### src/isa_pkg.sv
/*
 * Instruction set of the scalar unit
 * Opcode encoding, 32-bit instruction layout and decode helpers
 */
package isa_pkg;

	////////////////////////////////////////
	// Instruction word geometry
	////////////////////////////////////////
	localparam int INSTR_WIDTH     = 32;
	localparam int OPCODE_WIDTH    = 4;
	localparam int REG_FIELD_WIDTH = 4;
	localparam int IMM_WIDTH       = 16;

	// Opcodes sit in the top nibble of the word
	typedef enum logic [OPCODE_WIDTH-1:0] {
		OP_NOP  = 4'h0,
		OP_ADD  = 4'h1,
		OP_SUB  = 4'h2,
		OP_AND  = 4'h3,
		OP_OR   = 4'h4,
		OP_XOR  = 4'h5,
		OP_SHL  = 4'h6,
		OP_SHR  = 4'h7,
		OP_ADDI = 4'h8,
		OP_LDI  = 4'h9,
		OP_STO  = 4'ha,
		OP_BRZ  = 4'hb,
		OP_BRN  = 4'hc,
		OP_JMP  = 4'hd,
		OP_HALT = 4'he
	} opcode_e;

	// Fields from the top bits down
	typedef struct packed {
		opcode_e                    opcode;
		logic [REG_FIELD_WIDTH-1:0] dst;
		logic [REG_FIELD_WIDTH-1:0] src1;
		logic [REG_FIELD_WIDTH-1:0] src2;
		logic [IMM_WIDTH-1:0]       imm;
	} instr_t;

	////////////////////////////////////////
	// Decode helpers
	////////////////////////////////////////
	function automatic logic writes_reg(input opcode_e op);
		case (op)
			OP_ADD, OP_SUB, OP_AND, OP_OR, OP_XOR,
			OP_SHL, OP_SHR, OP_ADDI, OP_LDI: begin
				return 1'b1;
			end
			default: begin
				return 1'b0;
			end
		endcase
	endfunction

	// Every register-writing op also updates zero and negative
	function automatic logic sets_flags(input opcode_e op);
		return writes_reg(op);
	endfunction

endpackage

### src/scalar_pkg.sv
/*
 * Scalar unit machine sizes and pipeline types
 * Data and index types plus the structs passed between stages
 */
package scalar_pkg;

	localparam int DATA_WIDTH    = 32;
	localparam int NUM_REGS      = 16;
	localparam int PC_WIDTH      = 8;
	localparam int REG_IDX_WIDTH = $clog2(NUM_REGS);
	localparam int SHAMT_WIDTH   = $clog2(DATA_WIDTH);
	localparam int ST_ADDR_WIDTH = 16;

	typedef logic [DATA_WIDTH-1:0]    data_t;
	typedef logic [REG_IDX_WIDTH-1:0] reg_idx_t;
	typedef logic [PC_WIDTH-1:0]      pc_t;

	typedef struct packed {
		logic zero;
		logic neg;
	} status_t;

	////////////////////////////////////////
	// Control flow back to fetch
	////////////////////////////////////////
	// Strobe with taken set loads the target
	// Strobe alone is a halt
	typedef struct packed {
		logic strobe;
		logic taken;
		pc_t  target;
	} redirect_t;

	////////////////////////////////////////
	// Pipeline payloads
	////////////////////////////////////////
	typedef struct packed {
		logic            valid;
		isa_pkg::instr_t instr;
	} fetch_t;

	// Operand to execute register
	typedef struct packed {
		logic                          valid;
		isa_pkg::opcode_e              op;
		reg_idx_t                      dst;
		data_t                         src1_data;
		data_t                         src2_data;
		logic [isa_pkg::IMM_WIDTH-1:0] imm;
	} exec_cmd_t;

	// Write-back that also feeds forwarding
	typedef struct packed {
		logic     we;
		reg_idx_t idx;
		data_t    data;
	} wb_t;

	typedef struct packed {
		logic                     strobe;
		logic [ST_ADDR_WIDTH-1:0] addr;
		data_t                    data;
	} store_t;

endpackage

### src/fetch_unit.sv
/*
 * Fetch unit
 * Holds the run state and program counter, reads the instruction
 * memory once per cycle and follows redirects from execute
 */
`timescale 1ns/100ps

module fetch_unit (
	input  logic                              clock,
	input  logic                              reset,
	input  logic                              start,
	input  scalar_pkg::redirect_t             redirect,
	input  logic [isa_pkg::INSTR_WIDTH-1:0]   imem_data,
	output logic                              imem_re,
	output scalar_pkg::pc_t                   imem_addr,
	output scalar_pkg::fetch_t                fetch
);

	import scalar_pkg::*;
	import isa_pkg::*;

	typedef enum logic {
		ST_IDLE,
		ST_RUN
	} run_state_e;

	run_state_e state;
	pc_t        pc;
	logic       pending;

	////////////////////////////////////////
	// Run state and program counter
	////////////////////////////////////////
	always_ff @(posedge clock) begin
		if (reset) begin
			state <= ST_IDLE;
			pc    <= '0;
		end
		else begin
			case (state)
				ST_IDLE: begin
					if (start) begin
						state <= ST_RUN;
						pc    <= '0;
					end
				end
				ST_RUN: begin
					if (redirect.strobe && !redirect.taken) begin
						// Halt reached execute
						state <= ST_IDLE;
					end
					else if (redirect.strobe) begin
						pc <= redirect.target;
					end
					else begin
						pc <= pc + 1'b1;
					end
				end
				default: begin
					state <= ST_IDLE;
				end
			endcase
		end
	end

	assign imem_re   = (state == ST_RUN);
	assign imem_addr = pc;

	// Word requested this cycle returns next cycle
	// A redirect makes the word in flight stale
	always_ff @(posedge clock) begin
		if (reset) begin
			pending <= 1'b0;
		end
		else begin
			pending <= imem_re && !redirect.strobe;
		end
	end

	assign fetch.valid = pending;
	assign fetch.instr = instr_t'(imem_data);

endmodule

### src/reg_file.sv
/*
 * Register file
 * 16 x 32 bits, two combinational read ports and one write port
 */
`timescale 1ns/100ps

module reg_file (
	input  logic                 clock,
	input  logic                 reset,
	input  scalar_pkg::reg_idx_t rd_idx_a,
	input  scalar_pkg::reg_idx_t rd_idx_b,
	output scalar_pkg::data_t    rd_data_a,
	output scalar_pkg::data_t    rd_data_b,
	input  scalar_pkg::wb_t      wb
);

	import scalar_pkg::*;

	data_t regs [NUM_REGS];

	always_ff @(posedge clock) begin
		if (reset) begin
			for (int i = 0; i < NUM_REGS; i++) begin
				regs[i] <= '0;
			end
		end
		else if (wb.we) begin
			regs[wb.idx] <= wb.data;
		end
	end

	// A same-cycle write returns the old value
	// Bypass sits in the operand stage
	assign rd_data_a = regs[rd_idx_a];
	assign rd_data_b = regs[rd_idx_b];

endmodule

### src/operand_stage.sv
/*
 * Operand stage
 * Decodes the arriving instruction, reads both sources with
 * forwarding from execute and loads the execute command register
 */
`timescale 1ns/100ps

module operand_stage (
	input  logic                  clock,
	input  logic                  reset,
	input  scalar_pkg::fetch_t    fetch,
	input  scalar_pkg::redirect_t redirect,
	input  scalar_pkg::wb_t       wb,
	output scalar_pkg::reg_idx_t  rd_idx_a,
	output scalar_pkg::reg_idx_t  rd_idx_b,
	input  scalar_pkg::data_t     rd_data_a,
	input  scalar_pkg::data_t     rd_data_b,
	output scalar_pkg::exec_cmd_t cmd
);

	import scalar_pkg::*;
	import isa_pkg::*;

	instr_t    instr;
	logic      flush;
	logic      fwd_a;
	logic      fwd_b;
	exec_cmd_t cmd_next;

	assign instr = fetch.instr;

	// Taken branches and halt both squash the younger instruction
	assign flush = redirect.strobe;

	////////////////////////////////////////
	// Register read with bypass
	////////////////////////////////////////
	assign rd_idx_a = instr.src1;
	assign rd_idx_b = instr.src2;

	// Execute result is not in the register file until cycle end
	assign fwd_a = wb.we && (wb.idx == rd_idx_a);
	assign fwd_b = wb.we && (wb.idx == rd_idx_b);

	always_comb begin
		cmd_next.valid     = fetch.valid && !flush;
		// Empty slot decodes as NOP
		cmd_next.op        = fetch.valid ? instr.opcode : OP_NOP;
		cmd_next.dst       = instr.dst;
		cmd_next.src1_data = fwd_a ? wb.data : rd_data_a;
		cmd_next.src2_data = fwd_b ? wb.data : rd_data_b;
		cmd_next.imm       = instr.imm;
	end

	////////////////////////////////////////
	// Pipeline register
	////////////////////////////////////////
	always_ff @(posedge clock) begin
		if (reset) begin
			cmd.valid <= 1'b0;
			cmd.op    <= OP_NOP;
		end
		else begin
			cmd <= cmd_next;
		end
	end

endmodule

### src/exec_unit.sv
/*
 * Execute and write-back
 * ALU, status flags, branch resolution, register write-back,
 * store request and halt
 */
`timescale 1ns/100ps

module exec_unit (
	input  logic                  clock,
	input  logic                  reset,
	input  scalar_pkg::exec_cmd_t cmd,
	output scalar_pkg::wb_t       wb,
	output scalar_pkg::redirect_t redirect,
	output scalar_pkg::store_t    store,
	output scalar_pkg::status_t   status,
	output logic                  term
);

	import scalar_pkg::*;
	import isa_pkg::*;

	data_t                  imm_sext;
	logic [SHAMT_WIDTH-1:0] shamt;
	data_t                  result;
	logic                   alu_en;
	logic                   flag_en;
	logic                   br_taken;
	logic                   is_halt;

	assign imm_sext = {{(DATA_WIDTH-IMM_WIDTH){cmd.imm[IMM_WIDTH-1]}}, cmd.imm};
	assign shamt    = cmd.src2_data[SHAMT_WIDTH-1:0];

	////////////////////////////////////////
	// ALU
	////////////////////////////////////////
	always_comb begin
		case (cmd.op)
			OP_ADD:  result = cmd.src1_data + cmd.src2_data;
			OP_SUB:  result = cmd.src1_data - cmd.src2_data;
			OP_AND:  result = cmd.src1_data & cmd.src2_data;
			OP_OR:   result = cmd.src1_data | cmd.src2_data;
			OP_XOR:  result = cmd.src1_data ^ cmd.src2_data;
			OP_SHL:  result = cmd.src1_data << shamt;
			OP_SHR:  result = cmd.src1_data >> shamt;
			OP_ADDI: result = cmd.src1_data + imm_sext;
			OP_LDI:  result = imm_sext;
			default: result = '0;
		endcase
	end

	assign alu_en  = cmd.valid && writes_reg(cmd.op);
	assign flag_en = cmd.valid && sets_flags(cmd.op);

	// Same cycle as the ALU so operand stage can forward
	always_comb begin
		wb.we   = alu_en;
		wb.idx  = cmd.dst;
		wb.data = result;
	end

	always_ff @(posedge clock) begin
		if (reset) begin
			status <= '0;
		end
		else if (flag_en) begin
			status.zero <= (result == '0);
			status.neg  <= result[DATA_WIDTH-1];
		end
	end

	////////////////////////////////////////
	// Control flow
	////////////////////////////////////////
	// Branches test the flags left by the last ALU op
	always_comb begin
		case (cmd.op)
			OP_BRZ:  br_taken = status.zero;
			OP_BRN:  br_taken = status.neg;
			OP_JMP:  br_taken = 1'b1;
			default: br_taken = 1'b0;
		endcase
	end

	assign is_halt = cmd.valid && (cmd.op == OP_HALT);

	always_comb begin
		redirect.taken  = cmd.valid && br_taken;
		redirect.strobe = redirect.taken || is_halt;
		redirect.target = cmd.imm[PC_WIDTH-1:0];
	end

	// Store and term leave one cycle after execute
	always_ff @(posedge clock) begin
		if (reset) begin
			store.strobe <= 1'b0;
			term         <= 1'b0;
		end
		else begin
			store.strobe <= cmd.valid && (cmd.op == OP_STO);
			store.addr   <= cmd.imm;
			store.data   <= cmd.src1_data;
			term         <= is_halt;
		end
	end

endmodule

### src/scalar_unit.sv
/*
 * Scalar unit top level
 * Three-stage pipeline of fetch, operand and execute around
 * the register file
 */
`timescale 1ns/100ps

module scalar_unit (
	input  logic                            clock,
	input  logic                            reset,
	input  logic                            start,
	output logic                            imem_re,
	output scalar_pkg::pc_t                 imem_addr,
	input  logic [isa_pkg::INSTR_WIDTH-1:0] imem_data,
	output scalar_pkg::store_t              store,
	output scalar_pkg::status_t             status,
	output logic                            term
);

	import scalar_pkg::*;

	fetch_t    fetch;
	exec_cmd_t cmd;
	wb_t       wb;
	redirect_t redirect;
	reg_idx_t  rd_idx_a;
	reg_idx_t  rd_idx_b;
	data_t     rd_data_a;
	data_t     rd_data_b;

	fetch_unit u_fetch (
		.clock     (clock),
		.reset     (reset),
		.start     (start),
		.redirect  (redirect),
		.imem_data (imem_data),
		.imem_re   (imem_re),
		.imem_addr (imem_addr),
		.fetch     (fetch)
	);

	operand_stage u_operand (
		.clock     (clock),
		.reset     (reset),
		.fetch     (fetch),
		.redirect  (redirect),
		.wb        (wb),
		.rd_idx_a  (rd_idx_a),
		.rd_idx_b  (rd_idx_b),
		.rd_data_a (rd_data_a),
		.rd_data_b (rd_data_b),
		.cmd       (cmd)
	);

	reg_file u_reg_file (
		.clock     (clock),
		.reset     (reset),
		.rd_idx_a  (rd_idx_a),
		.rd_idx_b  (rd_idx_b),
		.rd_data_a (rd_data_a),
		.rd_data_b (rd_data_b),
		.wb        (wb)
	);

	exec_unit u_exec (
		.clock    (clock),
		.reset    (reset),
		.cmd      (cmd),
		.wb       (wb),
		.redirect (redirect),
		.store    (store),
		.status   (status),
		.term     (term)
	);

endmodule

### config.mk
export PLATFORM = sky130hd
export DESIGN_NAME = scalar_unit
export DESIGN_NICKNAME = d
export VERILOG_FILES = /design/src/isa_pkg.sv /design/src/scalar_pkg.sv /design/src/fetch_unit.sv /design/src/reg_file.sv /design/src/operand_stage.sv /design/src/exec_unit.sv /design/src/scalar_unit.sv
export SDC_FILE = /design/constraint.sdc
export NUM_CORES = 2
export LEC_CHECK = 0
export BUFFER_PORTS_ARGS = -buffer_cell sky130_fd_sc_hd__buf_4
export CAP_MARGIN = 30
export CORE_AREA = 3 3 272 274
export CTS_BUF_LIST = sky130_fd_sc_hd__clkbuf_2
export CTS_CLUSTER_DIAMETER = 60
export CTS_CLUSTER_SIZE = 14
export DETAILED_ROUTE_END_ITERATION = 10
export DIE_AREA = 0 0 275 277
export HOLD_SLACK_MARGIN = 0.03
export PLACE_DENSITY = 0.71
export SYNTH_ARGS = -nofsm -noshare
export SYNTH_HDL_FRONTEND = slang
export SYNTH_SLANG_ARGS = --single-unit
### constraint.sdc
create_clock -name clock -period 8 [get_ports clock]
set_input_delay 0 -clock clock [delete_from_list [all_inputs] [get_ports clock]]
set_output_delay 0 -clock clock [all_outputs]
set_load 0.01 [all_outputs]
# Yosys cells after proc, flatten, opt, wreduce, memory -nomap -nowiden
# Memory sizes are Yosys's and may differ from the RTL's. A register that Yosys moved wholly into a read port is not among the register bits.
# Index checks and enable logic that the tools add are counted.
[classes]
shift = 2
mux = 19
reduce_logical = 17
addsub = 4
eq_ne = 16
bitwise_logic = 5
[op_table]
columns = ["operator", "n"]
rows = [
  ["$pmux 32 s9", 1],
  ["$add 32x32->32", 2],
  ["$and 32x32->32", 1],
  ["$logic_not 32->1", 1],
  ["$mux 32", 1],
  ["$or 32x32->32", 1],
  ["$reduce_or 32->1", 1],
  ["$shl 32x5->32", 1],
  ["$shr 32x5->32", 1],
  ["$sub 32x32->32", 1],
  ["$xor 32x32->32", 1],
  ["$eq 4x4->1 const B", 7],
  ["$mux 8", 3],
  ["$eq 4x3->1 const B", 4],
  ["$pmux 8 s2", 1],
  ["$mux 4", 3],
  ["$add 8x1->8 const B", 1],
  ["$eq 4x2->1 const B", 2],
  ["$logic_and 1x1->1", 8],
  ["$mux 1", 8],
  ["$eq 4x1->1 const B", 1],
  ["$logic_not 1->1", 4],
  ["$ne 2x2->1 const B", 2],
  ["$pmux 1 s3", 1],
  ["other kinds (5)", 6],
]
[totals]
ram_bits = 512
n_memories = 3
out_inout_bits = 61
word_cells = 79
in_bits = 35
ff_bits = 87
mem_bits_ro = 32
[memory_table]
columns = ["name", "depth", "word_bits", "read_ports", "rd_clocked_by_memory_dff", "write_ports", "line_no", "source"]
rows = [
  ["u_reg_file.regs", 16, 32, 2, 2, 16, "reg_file.sv:19", "data_t regs [NUM_REGS];"],
  ["(no name shown)", 16, 1, 1, 1, 0, "isa_pkg.sv:47", "case (op)"],
  ["(no name shown)", 16, 1, 1, 1, 0, "isa_pkg.sv:47", ""],
]

# Logic depth before layout (Yosys ltp)
[logic_depth]
depth_word = 7
mapped_depth = 29
mapped_depth_nobuf = 22

# Modules after synthesis
# A second synthesis with hierarchy kept.
[hier_totals]
cells_unflattened = 3361
hier_area_um2 = 41649.9
[modules_own_cells]
columns = ["mod", "cells_each", "n_inst", "area_per_inst_um2"]
rows = [
  ["reg_file", 1687, 1, 26581.7],
  ["exec_unit", 1386, 1, 10637.7],
  ["operand_stage", 186, 1, 3632.2],
  ["fetch_unit", 102, 1, 798.3],
]

# Worst setup path before layout
# Ideal clock, no wire load.
[synth_timing]
kind = "input port to flip-flop"
from = "in reset"
to = "mem u_reg_file.regs[10][0] in the netlist's numbering, enable pin"
setup_ns = 0.740
required_time_ns = 7.260
arrival_time_ns = 6.295
path_stages = 4
setup_slack_ns = 0.966
path_buffers = 2
path_cell_list = "clkbuf_1 > clkinv_1 > clkbuf_1 > nand2_1"
[synth_rtl]
columns = ["item", "line_no", "source"]
rows = [
  ["from (decl)", "scalar_unit.sv:10", "input logic reset,"],
  ["to (decl)", "reg_file.sv:19", ""],
]

==> results by group <==
Timing
  – Final Hold Viols: 0
  – Final setup viols: 0
  – Fin worst setup slack: 1530 ps
  – Fin Setup TNS: 0 ps
  – Fmax: 155 MHz
  – Tmin final: 6470 ps
  – RSZ-0062 raised after global routing: no
  – Fin crit share: 80.8%
  – Relative slew slack: 31.5%
  – Final clock skew: 190 ps
  – Worst Max-Slew Pin Slew: 1030 ps
  – Hold_ws: 125 ps
  – Slew Viols, Final: 0

Detailed routing
  – Routed len/inst: 34.3 microns
  – Post-DRT Antenna Nets: 0
  – Via count: 30.4k
  – Vias/cell: 7.14
  – Post-Route WL: 146 mm
  – DRT iter0 DRCs: 4,703
  – Drt pass-1 iters: 6
  – DR DRC count: 0

Logic synthesis
  – Cells after synthesis: 3,182
  – Mapped Area: 39,300 sq um
  – Top cell type's share of synthesized area: 49.3%
  – Number of synthesized flops with an enable pin: 644
  – Synthesis-stage register bit count: 664
  – Syn Area/Cell: 12.3 sq um
  – Synth cell types: 85
  – Yosys warning total: 0
  – Ranking of synthesized cells by area: edfxtp_1, mux4_2, nor2_1
  – FFs w/ async S/R, synth: 0%
  – Post-synth net total: 3,324
  – Main synth FF type: edfxtp_1
  – Seq/Total Area, Yosys: 50.3%
  – Synth area leader: edfxtp_1

Run status
  – Outcome: finished clean

Final layout
  – Synthesis-to-layout area growth: 8.58%
  – Fillers: 5,670
  – Share of post-route cells with drive strength above 1: 21.8%
  – Nets: 3,422

Floorplanning
  – I/O pin cnt: 96
  – Chip Height: 277 microns
  – Die width: 275 microns
  – Die ar.: 76,200 sq um
  – Initial Util: 54.8%
  – Core area: 71,600 sq um
  – Rows: 98

CTS
  – Worst-skew pair later-pin latency: 1330 ps
  – CTS sink cnt: 664
  – H-tree Lvls: 2
  – Post-cts resize count: 0
  – Cts hold-fix bufs: 95
  – Post-CTS Repair Setup Buffers: 0
  – TritonCTS Buffers: 59
  – Clk root buf: clkbuf_2
  – Clock transition at path regs: 250 ps
  – CTS tree: yes
  – Max Root-Sink Buffers: 3

Critical path
  – Startpoint types: flop
  – CP max stage delay: 820 ps
  – CP max FO: 36
  – Crit end category: flop
  – Critical Path RT: 9050 ps
  – Most used cell, CP: a31oi_1
  – Buffers & Inverters on Critical Path: 3
  – Worst setup path class: flop to flop
  – Critical path's slowest cell: dfxtp_1
  – Crit-path leading delay family: compound AO/OA/AOI/OAI gates
  – Arrival @ worst endpoint: 7520 ps
  – CP Cell Sequence: nand2b_1 > nand2b_1 > buf_4 > nand2_1 > o21ai_0 > a221o_1 > ha_1 > a21oi_1 > o21a_1 > nand2_1 > a31oi_1 > a31oi_1 > a31oi_1 > o41ai_1 > o22ai_1 > nor2_1 > buf_4 > o21ai_0 > dlygate4sd3_1

Power and ir drop
  – Leak: 15.0 nW
  – PD cells: 171 nW/um^2
  – VDD IR-drop max: 143 uV

Global route
  – Global-route wire length before repair: 210 mm
  – GR Overflow Total: 0
  – Largest net degree at the start of global routing: 65
  – Vias in the first global route: 30.6k
  – Initial antenna violation count: 3
  – Total Routing Usage GR: 38.3%

Place
  – Dpl hpwl: 92.1 mm
  – PortBufs: 95
  – Pre-CTS setup slack: 1770 ps
  – GP Congestion: 1.02

Run
  – Number of max-cap violations: 0

Hold path
  – Worst Hold Class: primary input to flop
## placed cells by master (no fill, tap or decap), types with 22 or more instances in the layout
cell type	n
nor3_1	40
a21oi_1	94
edfxtp_1	644
mux4_2	344
inv_1	83
dlygate4sd3_1	95
ha_1	106
nand3_1	36
nor2_1	657
o21ai_0	166
a22oi_1	27
buf_4	199
o211ai_1	22
nand2_2	30
mux2i_1	58
nand2_1	219
clkbuf_2	71
## layout make-up
cell class	count	area, sq um	share of cell area, %
Antenna cell	3	7.51	0.0176
Clock buffer	70	350	0.822
Clock inverter	18	176	0.414
Inverter	86	328	0.769
Multi-Input combinational cell	2167	18300	42.9
Sequential cell	664	19700	46.3
Tap cell	950	1190	2.79
Timing Repair Buffer	302	2560	6.01
## report_power, final
group | switching (mW) | internal, mW
combinational | 1.02 | 0.643
sequential | 0.174 | 3.97
clock | 1.16 | 0.299
total | 2.36 | 4.91
## final timing paths
kind | startpoint | to | slack, ps | depth (start not counted)
worst min-delay path | imem_data[11] | u_operand.cmd[11] | 120 | 3
worst max-delay path | u_operand.cmd[85] | u_operand.cmd[46] | 1530 | 19
worst min register to register | flop | u_exec.status[0] | 540 | 1
worst max register to register | u_operand.cmd[85] | u_operand.cmd[46] | 1530 | 19
## kinds of logic (layout without fill, tap and decap cells)
family          after synthesis  count (layout)  share of synthesized area [%]
compound gates              505             505                           8.53
simple gates               1114            1114                           12.0
flops                       664             664                           50.3
buf+inv                     351             476                           3.65
xor+xnor                     29              29                          0.647
mux                         412             412                           21.5
other cells                   0               3                              0
fa+ha+maj                   107             107                           3.43
## tightest hold or removal path, delay by kind of cell
kind,cells,cell delay [ps]
buf+inv,3,1210
## flip-flops by register name, summed over array words and instances, names as in the netlist, named ones only
name               count
u_reg_file.regs      512
u_operand.cmd         89
u_exec.store          49
u_fetch.imem_addr      8
u_exec.status          2
u_exec.term            1
u_fetch.imem_re        1
u_fetch.pending        1
## synth_stat cells (14+ instances only)
master,count
a21oi_1,95
a211oi_1,21
xor2_1,18
o22ai_1,19
a21o_1,16
a221o_1,14
nand2_1,249
ha_1,106
inv_1,83
mux4_2,344
buf_1,42
o21ai_0,166
clkbuf_1,187
edfxtp_1,644
and3_1,20
o211ai_1,22
a22oi_1,27
nor3_1,42
mux2i_1,58
and2_1,14
buf_2,21
nor2_1,657
nor4_1,14
nand4_1,20
nand3_1,40
dfxtp_1,20
nor2b_1,15
## layer usage
layer	part of all wire [%]	track usage, %
met5	0.0089	0
met4	6.4	20.2
met3	12	8.03
met2	47	60.8
met1	34	49.8
## metrics by stage
stage / area [sq um] / util (%) / power, mW / std cells
floorplan: 39300 / - / 5.18 / 3182
global placement: 41100 / 57.3 / 5.77 / 4068
detailed placement: 41100 / 57.4 / 5.80 / 4071
CTS: 42600 / 59.4 / 7.24 / 4254
global route: 42600 / 59.5 / 7.50 / 4259
finish: 42600 / 59.5 / 7.28 / 4260
Power figures use the tool's default switching activity.
